File: config.mk
export PLATFORM = sky130hd
export DESIGN_NAME = cpu_backend
export DESIGN_NICKNAME = d
export VERILOG_FILES = /design/src/cpu_pkg.sv /design/src/cpu_backend.sv /design/src/ex_mem_pipe_reg.sv /design/src/mem_access_apb.sv /design/src/mem_wb_pipe_reg.sv /design/src/write_back.sv
export VERILOG_INCLUDE_DIRS = /design/src
export SDC_FILE = /design/constraint.sdc
export NUM_CORES = 1
export LEC_CHECK = 0
export BUFFER_PORTS_ARGS = -buffer_cell sky130_fd_sc_hd__buf_2
export CORE_MARGIN = 4
export CORE_UTILIZATION = 35
export CTS_CLUSTER_DIAMETER = 30
export CTS_CLUSTER_SIZE = 8
export DETAILED_ROUTE_END_ITERATION = 10
export SLEW_MARGIN = 20
export SYNTH_ARGS = -nofsm -noshare
export SYNTH_HDL_FRONTEND = slang
export SYNTH_HIERARCHICAL = 1
export SYNTH_SLANG_ARGS = --single-unit
File: constraint.sdc
create_clock -name clk -period 3.8 [get_ports clk]
set_input_delay 0.19 -clock clk [delete_from_list [all_inputs] [get_ports clk]]
set_output_delay 0.19 -clock clk [all_outputs]
set_load 0.02 [all_outputs]
File: src/cpu_config.svh
`ifndef CPU_CONFIG_SVH
`define CPU_CONFIG_SVH

////////////////////////////////////////
// Datapath widths
////////////////////////////////////////

// Data, address and PC words all share one width
`define CPU_WORD_W 16

// Register numbers select one of the register file entries
`define CPU_REG_IDX_W 4

////////////////////////////////////////
// Register file
////////////////////////////////////////

`define CPU_NUM_REGS 16 // Entry 0 is the hardwired zero register

`endif

File: src/cpu_pkg.sv
`include "cpu_config.svh"

package cpu_pkg;

  ////////////////////////////////////////
  // Datapath types
  ////////////////////////////////////////

  // One data, address or PC word as seen anywhere in the back end
  typedef logic [`CPU_WORD_W-1:0] word_t;

  // Destination or read register number
  typedef logic [`CPU_REG_IDX_W-1:0] reg_idx_t;

  ////////////////////////////////////////
  // APB requester
  ////////////////////////////////////////

  // The requester idles in SETUP and raises psel there when a memory op arrives
  // ACCESS holds psel and penable high until the completer answers with pready
  typedef enum logic {
    SETUP,  // Idle or setup phase
    ACCESS  // Access phase, waiting on pready
  } apb_state_e;

endpackage

File: src/cpu_backend.sv
`default_nettype none // Catch any undeclared net as an error

module cpu_backend import cpu_pkg::*; (
  input  logic     clk,           // Core clock
  input  logic     arst_n,        // Asynchronous reset, active low
  input  word_t    ex_pc_next,    // Execute stage results
  input  word_t    ex_alu_out,
  input  word_t    ex_mem_wdata,
  input  logic     ex_mem_enable,
  input  logic     ex_mem_write,
  input  reg_idx_t ex_reg_rd,
  input  logic     ex_reg_write,
  input  logic     ex_mem_to_reg,
  input  logic     ex_hlt,
  input  logic     ex_pcs,
  output logic     stall,         // Execute must hold its outputs while high
  output word_t    paddr,         // APB requester
  output word_t    pwdata,
  output logic     pwrite,
  output logic     psel,
  output logic     penable,
  input  word_t    prdata,
  input  logic     pready,
  input  reg_idx_t rf_raddr,      // Register file read port
  output word_t    rf_rdata,
  output logic     wb_reg_write,  // Retire port
  output reg_idx_t wb_reg_rd,
  output word_t    wb_data,
  output logic     halted
);

  word_t    em_pc_next;    // EX/MEM contents
  word_t    em_alu_out;
  word_t    em_mem_wdata;
  logic     em_mem_enable;
  logic     em_mem_write;
  reg_idx_t em_reg_rd;
  logic     em_reg_write;
  logic     em_mem_to_reg;
  logic     em_hlt;
  logic     em_pcs;
  word_t    rdata;         // Load data out of the memory stage
  word_t    mw_pc_next;    // MEM/WB contents
  word_t    mw_alu_out;
  word_t    mw_rdata;
  reg_idx_t mw_reg_rd;
  logic     mw_reg_write;
  logic     mw_mem_to_reg;
  logic     mw_hlt;
  logic     mw_pcs;

  ex_mem_pipe_reg i_ex_mem_pipe_reg (
    .clk, .arst_n, .stall,
    .ex_pc_next, .ex_alu_out, .ex_mem_wdata, .ex_mem_enable, .ex_mem_write,
    .ex_reg_rd, .ex_reg_write, .ex_mem_to_reg, .ex_hlt, .ex_pcs,
    .em_pc_next, .em_alu_out, .em_mem_wdata, .em_mem_enable, .em_mem_write,
    .em_reg_rd, .em_reg_write, .em_mem_to_reg, .em_hlt, .em_pcs
  );

  // Memory stage owns the stall that holds EX/MEM and bubbles MEM/WB
  mem_access_apb i_mem_access_apb (
    .clk, .arst_n,
    .em_alu_out, .em_mem_wdata, .em_mem_enable, .em_mem_write,
    .prdata, .pready,
    .paddr, .pwdata, .pwrite, .psel, .penable,
    .stall, .rdata
  );

  mem_wb_pipe_reg i_mem_wb_pipe_reg (
    .clk, .arst_n, .stall,
    .em_pc_next, .em_alu_out, .em_reg_rd, .em_reg_write, .em_mem_to_reg,
    .em_hlt, .em_pcs, .rdata,
    .mw_pc_next, .mw_alu_out, .mw_rdata, .mw_reg_rd, .mw_reg_write,
    .mw_mem_to_reg, .mw_hlt, .mw_pcs
  );

  write_back i_write_back (
    .clk, .arst_n,
    .mw_pc_next, .mw_alu_out, .mw_rdata, .mw_reg_rd, .mw_reg_write,
    .mw_mem_to_reg, .mw_hlt, .mw_pcs,
    .rf_raddr, .rf_rdata,
    .wb_reg_write, .wb_reg_rd, .wb_data, .halted
  );

endmodule

`default_nettype wire // Back to the language default for later files

File: src/ex_mem_pipe_reg.sv
`default_nettype none // Catch any undeclared net as an error

module ex_mem_pipe_reg import cpu_pkg::*; (
  input  logic     clk,           // Core clock
  input  logic     arst_n,        // Asynchronous reset, active low
  input  logic     stall,         // Memory stage busy, so hold the current contents
  input  word_t    ex_pc_next,    // Next PC carried along for PCS instructions
  input  word_t    ex_alu_out,    // ALU result, also the memory address
  input  word_t    ex_mem_wdata,  // Store data
  input  logic     ex_mem_enable, // Instruction accesses data memory
  input  logic     ex_mem_write,  // Memory access is a store
  input  reg_idx_t ex_reg_rd,     // Destination register
  input  logic     ex_reg_write,  // Instruction writes the register file
  input  logic     ex_mem_to_reg, // Write-back takes the load data
  input  logic     ex_hlt,        // Halt instruction
  input  logic     ex_pcs,        // Write-back takes the next PC
  output word_t    em_pc_next,
  output word_t    em_alu_out,
  output word_t    em_mem_wdata,
  output logic     em_mem_enable,
  output logic     em_mem_write,
  output reg_idx_t em_reg_rd,
  output logic     em_reg_write,
  output logic     em_mem_to_reg,
  output logic     em_hlt,
  output logic     em_pcs
);

  // A new instruction is taken only while the memory stage is free
  always_ff @(posedge clk or negedge arst_n) begin
    if (!arst_n) begin
      em_pc_next    <= '0;
      em_alu_out    <= '0;
      ////////////////////////////////////////
      // Memory stage fields
      ////////////////////////////////////////
      em_mem_wdata  <= '0;
      em_mem_enable <= 1'b0;
      em_mem_write  <= 1'b0;
      ////////////////////////////////////////
      // Write-back stage fields
      ////////////////////////////////////////
      em_reg_rd     <= '0;
      em_reg_write  <= 1'b0;
      em_mem_to_reg <= 1'b0;
      em_hlt        <= 1'b0;
      em_pcs        <= 1'b0;
    end else if (!stall) begin
      em_pc_next    <= ex_pc_next;
      em_alu_out    <= ex_alu_out;    // Becomes paddr in the memory stage
      em_mem_wdata  <= ex_mem_wdata;  // Becomes pwdata in the memory stage
      em_mem_enable <= ex_mem_enable;
      em_mem_write  <= ex_mem_write;
      em_reg_rd     <= ex_reg_rd;
      em_reg_write  <= ex_reg_write;
      em_mem_to_reg <= ex_mem_to_reg;
      em_hlt        <= ex_hlt;
      em_pcs        <= ex_pcs;
    end
  end

  // A store that is not flagged as a memory access would never reach the bus
  a_write_needs_enable : assert property (@(posedge clk) disable iff (!arst_n)
    em_mem_write |-> em_mem_enable);

endmodule

`default_nettype wire // Back to the language default for later files

File: src/mem_access_apb.sv
`default_nettype none // Catch any undeclared net as an error

module mem_access_apb import cpu_pkg::*; (
  input  logic  clk,           // Core clock
  input  logic  arst_n,        // Asynchronous reset, active low
  input  word_t em_alu_out,    // Address of the memory op
  input  word_t em_mem_wdata,  // Store data of the memory op
  input  logic  em_mem_enable, // A memory op sits in EX/MEM
  input  logic  em_mem_write,  // The op is a store
  input  word_t prdata,        // Read data from the completer
  input  logic  pready,        // Completer ends the access phase
  output word_t paddr,
  output word_t pwdata,
  output logic  pwrite,
  output logic  psel,
  output logic  penable,
  output logic  stall,         // Back-pressure for every stage in front of MEM/WB
  output word_t rdata          // Load data offered to MEM/WB
);

  apb_state_e state;     // Current bus phase
  apb_state_e state_nxt; // Phase for the next cycle

  logic done; // Access phase completes in this cycle

  ////////////////////////////////////////
  // Bus phase FSM
  ////////////////////////////////////////

  always_ff @(posedge clk or negedge arst_n) begin
    if (!arst_n) begin
      state <= SETUP;
    end else begin
      state <= state_nxt;
    end
  end

  always_comb begin
    state_nxt = state;
    psel      = 1'b0;
    penable   = 1'b0;
    case (state)
      SETUP: begin
        psel = em_mem_enable; // Setup phase lasts exactly one cycle
        if (em_mem_enable) begin
          state_nxt = ACCESS;
        end
      end
      ACCESS: begin
        psel    = 1'b1;
        penable = 1'b1;
        if (pready) begin
          state_nxt = SETUP; // A following memory op gets its setup on the next cycle
        end
      end
      default: begin
        state_nxt = SETUP;
      end
    endcase
  end

  assign done = (state == ACCESS) && pready;

  ////////////////////////////////////////
  // Bus fields and pipeline handshake
  ////////////////////////////////////////

  // EX/MEM holds while stalled, so address, direction and data stay put for free
  assign paddr  = em_alu_out;
  assign pwdata = em_mem_wdata;
  assign pwrite = em_mem_write;

  // The op leaves EX/MEM on the edge that ends its completion cycle
  assign stall = em_mem_enable && !done;

  // MEM/WB only keeps this on the completion edge, when stall is low
  assign rdata = prdata;

  ////////////////////////////////////////
  // Protocol checks
  ////////////////////////////////////////

  a_penable_in_psel : assert property (@(posedge clk) disable iff (!arst_n)
    penable |-> psel);

  // Until the completer answers, the requester may not change the transfer
  a_stable_transfer : assert property (@(posedge clk) disable iff (!arst_n)
    (psel && !(penable && pready)) |=>
      (psel && $stable(paddr) && $stable(pwrite) && $stable(pwdata)));

  // A transfer is never abandoned before its completion cycle
  a_psel_drop_after_ready : assert property (@(posedge clk) disable iff (!arst_n)
    $fell(psel) |-> $past(penable && pready));

endmodule

`default_nettype wire // Back to the language default for later files

File: src/mem_wb_pipe_reg.sv
`default_nettype none // Catch any undeclared net as an error

module mem_wb_pipe_reg import cpu_pkg::*; (
  input  logic     clk,           // Core clock
  input  logic     arst_n,        // Asynchronous reset, active low
  input  logic     stall,         // Memory stage still busy, so send a bubble
  input  word_t    em_pc_next,
  input  word_t    em_alu_out,
  input  reg_idx_t em_reg_rd,
  input  logic     em_reg_write,
  input  logic     em_mem_to_reg,
  input  logic     em_hlt,
  input  logic     em_pcs,
  input  word_t    rdata,         // Load data from the completing transfer
  output word_t    mw_pc_next,
  output word_t    mw_alu_out,
  output word_t    mw_rdata,
  output reg_idx_t mw_reg_rd,
  output logic     mw_reg_write,
  output logic     mw_mem_to_reg,
  output logic     mw_hlt,
  output logic     mw_pcs
);

  ////////////////////////////////////////
  // Control bits
  ////////////////////////////////////////

  // A stalled edge loads a bubble, so an op held in EX/MEM retires only once
  always_ff @(posedge clk or negedge arst_n) begin
    if (!arst_n) begin
      mw_reg_write  <= 1'b0;
      mw_mem_to_reg <= 1'b0;
      mw_hlt        <= 1'b0;
      mw_pcs        <= 1'b0;
    end else begin
      mw_reg_write  <= em_reg_write && !stall; // Bubble never writes a register
      mw_hlt        <= em_hlt && !stall;       // Nor does it halt the core
      mw_mem_to_reg <= em_mem_to_reg;
      mw_pcs        <= em_pcs;
    end
  end

  ////////////////////////////////////////
  // Payload
  ////////////////////////////////////////

  // Payload in a bubble is ignored since its reg_write is low
  always_ff @(posedge clk) begin
    mw_pc_next <= em_pc_next;
    mw_alu_out <= em_alu_out;
    mw_rdata   <= rdata;      // Valid on the completion edge of a load
    mw_reg_rd  <= em_reg_rd;
  end

endmodule

`default_nettype wire // Back to the language default for later files

File: src/write_back.sv
`default_nettype none // Catch any undeclared net as an error

`include "cpu_config.svh"

module write_back import cpu_pkg::*; (
  input  logic     clk,           // Core clock
  input  logic     arst_n,        // Asynchronous reset, active low
  input  word_t    mw_pc_next,
  input  word_t    mw_alu_out,
  input  word_t    mw_rdata,
  input  reg_idx_t mw_reg_rd,
  input  logic     mw_reg_write,
  input  logic     mw_mem_to_reg,
  input  logic     mw_hlt,
  input  logic     mw_pcs,
  input  reg_idx_t rf_raddr,      // Register file read address
  output word_t    rf_rdata,      // Read data, available in the same cycle
  output logic     wb_reg_write,  // Retire write strobe
  output reg_idx_t wb_reg_rd,     // Retire destination register
  output word_t    wb_data,       // Retire write data
  output logic     halted         // Core has retired a halt
);

  word_t rf [`CPU_NUM_REGS]; // Entry 0 is never written

  ////////////////////////////////////////
  // Result select and retire port
  ////////////////////////////////////////

  always_comb begin
    if (mw_mem_to_reg) begin
      wb_data = mw_rdata;    // Load result
    end else if (mw_pcs) begin
      wb_data = mw_pc_next;  // Link value for PCS
    end else begin
      wb_data = mw_alu_out;  // Plain ALU result
    end
  end

  assign wb_reg_rd    = mw_reg_rd;
  assign wb_reg_write = mw_reg_write && !halted; // Nothing retires once halted

  ////////////////////////////////////////
  // Register file
  ////////////////////////////////////////

  // A write to r0 still shows on the retire port but does not land in the array
  always_ff @(posedge clk) begin
    if (wb_reg_write && (wb_reg_rd != '0)) begin
      rf[wb_reg_rd] <= wb_data;
    end
  end

  assign rf_rdata = (rf_raddr == '0) ? '0 : rf[rf_raddr]; // r0 reads as zero

  // Halt is sticky until the next reset
  always_ff @(posedge clk or negedge arst_n) begin
    if (!arst_n) begin
      halted <= 1'b0;
    end else if (mw_hlt) begin
      halted <= 1'b1;
    end
  end

  // Once halted, the core stays halted and never writes a register again
  a_halt_is_final : assert property (@(posedge clk) disable iff (!arst_n)
    halted |=> (halted && !wb_reg_write));

endmodule

`default_nettype wire // Back to the language default for later files
### Word level (Yosys, flattened, before mapping)

Memories as Yosys holds them, arrays and structs flattened.
Cells that the tools add are included.

| storage, ports and cells | value |
|---|---|
| flip-flop bits (word level) | 116 |
| bits in writable memories | 256 |
| input port bits | 81 |
| output and inout port bits | 74 |
| logic and storage cells | 43 |
| memories | 1 |

| cells by class | value |
|---|---|
| muxes and demuxes | 10 |
| bitwise operators | 1 |
| reductions and logical operators | 11 |

Memories:

| memory | depth | bits a word | read ports | clocked after memory_dff | wr ports | RTL line | source |
|---|---|---|---|---|---|---|---|
| i_write_back.rf | 16 | 16 | 1 | 0 | 1 | write_back.sv:24 | `` word_t rf [`CPU_NUM_REGS]; `` |

Operators by type and width:

| operator | count |
|---|---|
| $mux 16 | 3 |
| $logic_and 1x1->1 | 6 |
| $mux 1 | 5 |
| $logic_not 4->1 | 1 |
| $pmux 1 s2 | 2 |
| $reduce_bool 4->1 | 1 |
| $logic_not 1->1 | 3 |
| $not 1->1 | 1 |

### Logic depth before layout (Yosys ltp)

Gate-level depths: netlist of the first run.

| depth | value |
|---|---|
| depth in word-level cells | 5 |
| gate-level depth with buffers | 6 |
| gate-level depth less buffers | 3 |

### Hierarchy

Netlist of the first run, hierarchy kept.

By module, submodules not included:

| module | times used | cells each | area an instance (sq um) | seq. area each (sq um) |
|---|---|---|---|---|
| write_back | 1 | 478 | 9,720.6 | 7,231.9 |
| ex_mem_pipe_reg | 1 | 122 | 2,228.4 | 1,451.4 |
| mem_wb_pipe_reg | 1 | 58 | 1,153.6 | 1,141.1 |
| mem_access_apb | 1 | 53 | 414.1 | 25.0 |

### Worst setup path before layout of the first run

No wires, ideal clock.

| path | value |
|---|---|
| path kind | flip-flop to flip-flop |
| from | register i_write_back.halted |
| to | memory i_write_back/rf[2][0] (netlist name) (enable) |
| setup time | 409 ps |
| arrival | 2,315 ps |
| required time | 3,391 ps |
| setup slack | 1,076 ps |
| stages on the path, launching flop included | 4 |
| buffers on the path | 0 |
| clock period less this slack | 2,724 ps |
| cells stage by stage | dfrtp_1 nor2b_1 nand3b_1 nor3_1 |

| on the way | value |
|---|---|
| longest elaborated chain between the ends | 5 |

Ends and longest elaborated chain:

| element | RTL line | source |
|---|---|---|
| start, declared | write_back.sv:21 | `output logic halted` |
| start signal, assigned | write_back.sv:59 | `halted <= 1'b0;` |
| start signal, assigned | write_back.sv:61 | `halted <= 1'b1;` |
| $logic_not 1->1 | write_back.sv:41 | `assign wb_reg_write = mw_reg_write && !halted;` |
| $logic_and 1x1->1 | write_back.sv:41 |  |
| via wb_reg_write | cpu_backend.sv:26 | `output logic wb_reg_write,` |
| $logic_and 1x1->1 | write_back.sv:49 | `if (wb_reg_write && (wb_reg_rd != '0)) begin` |
| $mux 1 | write_back.sv:49 |  |
| $mux 1 (implied by the code) | write_back.sv:50 | `rf[wb_reg_rd] <= wb_data;` |
| end, declared | write_back.sv:24 |  |

The timed path passes the listed nets, and every way through them passes these cells.

### Worst setup path after layout of the first run

| path | value |
|---|---|
| from | register i_mem_wb_pipe_reg.mw_pcs |
| to | output wb_data[11] |

| on the way | value |
|---|---|
| longest elaborated chain between the ends | 2 |

Ends and longest elaborated chain:

| element | RTL line | source |
|---|---|---|
| start, declared | mem_wb_pipe_reg.sv:22 | `output logic mw_pcs` |
| start signal, assigned | mem_wb_pipe_reg.sv:40 | `mw_pcs <= em_pcs;` |
| $mux 16 | write_back.sv:33 | `end else if (mw_pcs) begin` |
| $mux 16 | write_back.sv:31 | `if (mw_mem_to_reg) begin` |
| end, declared | cpu_backend.sv:28 | `output word_t wb_data,` |

No other way between the ends.

==> results.tsv, run 1 <==
metric	value	unit
outcome	complete, no violations	
ys.flop_type	edfxtp_1	
fin_crit	2960	ps
die_area	41830	um2
maxCapViolCount	0	
largest_reg_flops	240	
critPathSlowestCell	dfrtp_1	
drive_above_1_share	41.11	%
clk_latency	580	ps
setup_tns	0	ps
cts_inserted_buffers	80	
pwr-share-clk	49.0	%
top_register	i_write_back/rf	
coreArea	37840	um2
reg2reg_depth	2	
yosys_warnings	6	
crit_chain	mux2i_1 > o21ai_1 > buf_2	
synth_nets	792	
place_area	14640	um2
first_pass_iters	4	
final_area	18200	um2
postLayoutCoreUtil	48.10	%
reg2reg_from	i_mem_wb_pipe_reg/mw_pcs$_DFF_PN0_	
cts-root-buf	clkbuf_16	
swShare	25.59	%
vdd_drop_max	454.8	uV
required	3610	ps
critPathMaxFanout	16	
htree_levels	3	
r2r_end	i_write_back/rf[15][11]$_DFFE_PP_	
drt_iter0_drc	438	
layout.cells.non_filler	1552	
gp_congestion	0.6845	
n_antenna_cell	0	
synth_cells	711	
rsz0062_at_grt	no	
p_seq_share	36.6	%
grt_util_all_layers	15.26	%
start_util	35.72	%
crit_arrival	2770	ps
synth-seq-cells	356	
io_buffers	154	
wl_per_cell	20.22	um
dp_hpwl	18550	um
r2r_slack	1570	ps
antenna_left	0	
p_leak	6.995	nW
grt_pass1_wl	48060	um
max_freq	337.9	MHz
num-nets-final	1055	
p_sw	3.648	mW
die-width	204.5	um
syn_area	13520	um2
fin_crit_sh	77.88	%
skew	20.66	ps
min_path_type	input pin to asynchronous set/reset pin	
post-place-cells	1327	
slew_headroom	30.25	%
cts_setup_buffers	0	
setup_viol	0	
ys_seq_area_share	72.87	%
critPathLaunchType	register	
endpoint	wb_data[11]	
hold_buffers	76	
vias	7219	
end_kind	primary output	
n_fill_cell	3228	
cp-startpoint	i_mem_wb_pipe_reg/mw_pcs$_DFF_PN0_	
antenna_found_initial	0	
cts.sinks	356	
cts_tree	yes	
synth_top_area_share	53.32	%
slowest_delay	860	ps
worst-path-buf-inv	1	
vias_per_cell	4.651	
slew_viol_final	0	
cts-resized-gates	0	
ys_async_sr_fraction	17.98	%
wl	31390	um
cellPowerDensity	783.2	nW/um2
total_power	14.26	mW
grt_pass1_vias	7868	
synth-edff-count	240	
worstSetupPathType	register to primary output	
yosys-top-cells-area	edfxtp_1, dfrtp_1, dfxtp_1	
area_growth_syn_to_layout	34.66	%
yosys.area.top_type	edfxtp_1	
num_io_pins	155	
drc	0	
clk_pin_slew_worst_paths	50	ps
dieHeight	204.5	um
combPwrFrac	14.4	%
tightestPinTransition	1039	ps
synth.avg_cell_area	19.01	um2
path_delay_family	flip-flops	
p_int	10.61	mW
cp_num_cells	3	
grt_max_degree	44	
synth_cell_types	26	
cts_buffer_depth	3	
hold_violations	0	
synth_common_cells	edfxtp_1, dfrtp_1, buf_4, mux2_2, dfxtp_1	
post-synth-top-count-cell	edfxtp_1	
overflow	0	
rows	71	
## cell families (layout without fill, tap and decap cells)
kind of cell,Yosys count,count (layout),share of synthesized area [%]
mux,157,157,17.91
buf+inv,87,417,4.628
simple gates,63,63,2.083
compound gates,48,48,2.509
flops,356,356,72.87
## layout by cell type (no fill, tap or decap), types with 4 or more instances in the layout
cell / Yosys / layout
mux2i_1: 36 / 36
clkbuf_1: 5 / 13
nor2_1: 28 / 28
nand2_1: 19 / 19
o21ai_1: 0 / 11
dfrtp_1: 64 / 64
clkinv_4: 0 / 6
clkinv_2: 0 / 13
mux4_1: 22 / 22
a211oi_1: 15 / 15
clkinvlp_4: 0 / 5
mux2_4: 20 / 20
mux4_2: 26 / 26
buf_2: 17 / 153
mux2_2: 53 / 53
bufinv_16: 0 / 13
edfxtp_1: 240 / 240
dlygate4sd3_1: 0 / 76
clkbuf_16: 0 / 82
clkinv_1: 0 / 10
buf_4: 56 / 37
a221oi_1: 15 / 15
o21ai_2: 0 / 4
dfxtp_1: 52 / 52
## per-stage QoR
step / hold slack, ps / setup WS (ps)
after floorplan: -105.6 / 1076
after global placement: 207.5 / 1436
after detailed placement: 210.0 / 1344
after CTS: 129.0 / 712.1
after global routing: 170.5 / 636.5
final: 130.2 / 840.5
## layout make-up
class                           instances  area [um2]  area share [%]
Clock buffer                           97        2128           11.69
Clock inverter                         52       656.9           3.609
Multi-Input combinational cell        268        3083           16.94
Sequential cell                       356        9849           54.11
Tap cell                              511       639.4           3.513
Timing Repair Buffer                  268        1844           10.13
## worst min path at each step
stage	startpoint	end	slack (ps)	cells after the start
global route	arst_n	i_ex_mem_pipe_reg/em_alu_out[6]$_DFFE_PN0N_	170	2
global placement	arst_n	i_ex_mem_pipe_reg/em_alu_out[5]$_DFFE_PN0N_	210	1
finish	arst_n	i_ex_mem_pipe_reg/em_alu_out[8]$_DFFE_PN0N_	130	2
detailed placement	arst_n	i_ex_mem_pipe_reg/em_alu_out[5]$_DFFE_PN0N_	210	1
floorplan	arst_n	i_ex_mem_pipe_reg/em_alu_out[0]$_DFFE_PN0N_	-110	0
CTS	arst_n	i_ex_mem_pipe_reg/em_alu_out[5]$_DFFE_PN0N_	130	2
## metal layers
| layer | track usage [%] | wire length (um) | up-vias |
|---|---|---|---|
| li1 | - | - | 3279 |
| met1 | 20.92 | 14190 | 3662 |
| met2 | 23.93 | 14780 | 228 |
| met3 | 3.894 | 1840 | 50 |
| met4 | 5.121 | 578 | 0 |
| met5 | 0 | 0 | - |
## power groups by stage
| stage | logic (mW) | clock network (mW) | registers [mW] |
|---|---|---|---|
| after floorplan | 1.50 | 0 | 5.15 |
| after global placement | 1.97 | 0 | 5.28 |
| after detailed placement | 2.00 | 0 | 5.28 |
| after CTS | 2.07 | 7.12 | 5.22 |
| after global routing | 2.23 | 7.35 | 5.27 |
| final | 2.05 | 6.99 | 5.21 |
Power figures use the tool's default switching activity.
==> run 2: changes to the inputs <==
--- a/config.mk
+++ b/config.mk
@@ -6,6 +6,7 @@
 export SDC_FILE = /design/constraint.sdc
 export NUM_CORES = 1
 export LEC_CHECK = 0
+export ABC_AREA = 1
 export BUFFER_PORTS_ARGS = -buffer_cell sky130_fd_sc_hd__buf_2
 export CORE_MARGIN = 4
 export CORE_UTILIZATION = 35
==> constraint.sdc (replaced) <==
create_clock -name clk -period 2.6 [get_ports clk]
set_input_delay 0.13 -clock clk [delete_from_list [all_inputs] [get_ports clk]]
set_output_delay 0.13 -clock clk [all_outputs]
set_load 0.02 [all_outputs]
==> results.tsv, run 2 <==
metric	value	unit
synth_cell_types	18	
dp_hpwl	23690	um
n_fill_cell	3888	
hold_violations	0	
cts_inserted_buffers	83	
maxCapViolCount	0	
ys_async_sr_fraction	17.20	%
wl	40540	um
min_path_type	input pin to asynchronous set/reset pin	
fin_crit_sh	91.31	%
synth_common_cells	nand2_1, edfxtp_1, inv_1, nand3_1, dfrtp_1	
rows	76	
post-synth-top-count-cell	nand2_1	
met2_length	19050	um
synth_top_area_share	50.37	%
synth_cells	1536	
outcome	complete, no violations	
htree_levels	3	
drt_iter0_drc	813	
final_common_cell	nand2_1	
num_io_pins	155	
met1_length	17160	um
layout_common_cells	nand2_1, edfxtp_1, inv_1, buf_2, nand3_1	
cts.sinks	372	
slew_headroom	38.57	%
grt_pass1_wl	62910	um
clk_pin_slew_worst_paths	50	ps
antenna_found_initial	0	
worstSetupPathType	register to primary output	
yosys-top-cells-area	edfxtp_1, nand2_1, dfrtp_1	
drive_above_1_share	18.85	%
rsz0062_at_grt	no	
crit_arrival	2240	ps
antenna_left	0	
required	2470	ps
cts-root-buf	clkbuf_16	
whs	122.7	ps
area_growth_syn_to_layout	31.87	%
skew	22.48	ps
clk_latency	600	ps
ys.flop_type	edfxtp_1	
vdd_drop_max	719.8	uV
setup_viol	0	
dieHeight	216.8	um
largest_reg_flops	256	
yosys_warnings	6	
path_delay_family	buffers and inverters	
top_register	i_write_back/rf	
synth-edff-count	256	
grt_pass1_vias	11190	
coreArea	43080	um2
cellPowerDensity	1193	nW/um2
gp_congestion	0.7961	
crit_chain	inv_1 > nand2_1 > a21oi_1 > buf_4 > buf_2	
cts-resized-gates	0	
first_pass_iters	5	
critPathLaunchType	register	
tightestPinTransition	914.5	ps
setup_tns	0	ps
critPathSlowestCell	inv_1	
die_area	47010	um2
vias_per_cell	4.456	
start_util	35.43	%
synth.avg_cell_area	9.936	um2
wl_met3	3272	um
grt_util_all_layers	17.24	%
wl_per_cell	16.54	um
num-nets-final	1879	
grt_max_degree	130	
end_kind	primary output	
cts_buffer_depth	3	
cts_tree	yes	
overflow	0	
io_buffers	154	
max_freq	421.2	MHz
n_antenna_cell	0	
p_leak	9.244	nW
routed.top_layer	met4	
ys_seq_area_share	67.68	%
vias	10930	
worst-path-buf-inv	3	
syn_area	15260	um2
slew_viol_final	0	
drc	0	
die-width	216.8	um
critPathMaxFanout	17	
yosys.area.top_type	edfxtp_1	
synth-seq-cells	372	
slowest_delay	400	ps
fin_crit	2374	ps
[run 2: routing by layer]
layer	up-vias	GRT usage, %
li1	5341	-
met5	-	0
met1	5064	21.99
met4	0	6.742
met2	436	28.07
met3	84	4.789
[run 2: cell families after synthesis]
| family | after synthesis | share of synthesized area, % |
|---|---|---|
| compound gates | 49 | 1.607 |
| buf+inv | 313 | 9.756 |
| other cells | 1 | 0.02457 |
| flops | 372 | 67.68 |
| simple gates | 801 | 20.93 |
[run 2: layout make-up]
class,count,area [um2],share of cell area [%]
sequential,372,10330,51.32
multi-input combinational,866,3511,17.44
clock inverter,59,676.9,3.363
inverter,192,721.9,3.587
timing repair buffer,283,1972,9.797
clock buffer,95,2183,10.85
tap,585,732.0,3.637
[run 2: worst min-delay path, cell delays in order]
cell	delay [ps]
dlygate4sd3_1	520
buf_2	140
buf_4	320
[run 2: final timing paths]
check	startpoint	to	slack, ps	cells after the start
max in group asynchronous	arst_n	i_ex_mem_pipe_reg/em_pc_next[5]$_DFFE_PN0N_	1470	3
min reg2reg	i_ex_mem_pipe_reg/em_pc_next[4]$_DFFE_PN0N_	i_mem_wb_pipe_reg/mw_pc_next[4]$_DFF_P_	360	0
max	i_mem_wb_pipe_reg/mw_pcs$_DFF_PN0_	wb_data[5]	230	5
min in group clk	prdata[10]	i_mem_wb_pipe_reg/mw_rdata[10]$_DFF_P_	180	2
min	arst_n	i_ex_mem_pipe_reg/em_alu_out[11]$_DFFE_PN0N_	120	3
max reg2reg	i_write_back/halted$_DFFE_PN0P_	i_write_back/rf[6][10]$_DFFE_PP_	970	6
[run 2: through the flow]
step                      setup slack [ps]  power [mW]  instance area (um2)  instances  util, %
after global routing                 87.43       25.16                20130       2452    46.72
final                                225.9       24.01                20130       2452    46.72
after floorplan                      456.4       11.74                15320       1551        -
after CTS                            156.4       24.30                20130       2452    46.72
after global placement               408.2       13.53                16500       2221    38.29
after detailed placement             441.7       13.62                16500       2221    38.29
[run 2: timing repair]
item | CTS | global route
setup buffers | 0 | 0
hold buffers | 77 | 0
endpoints found under the hold margin | 139 | 0
[run 2: report_power, final]
part           switching (mW)  internal (mW)  leakage (nW)
clock                    3.32           7.12          1.38
combinational            3.61           1.29          4.34
sequential              0.462           8.21          3.52
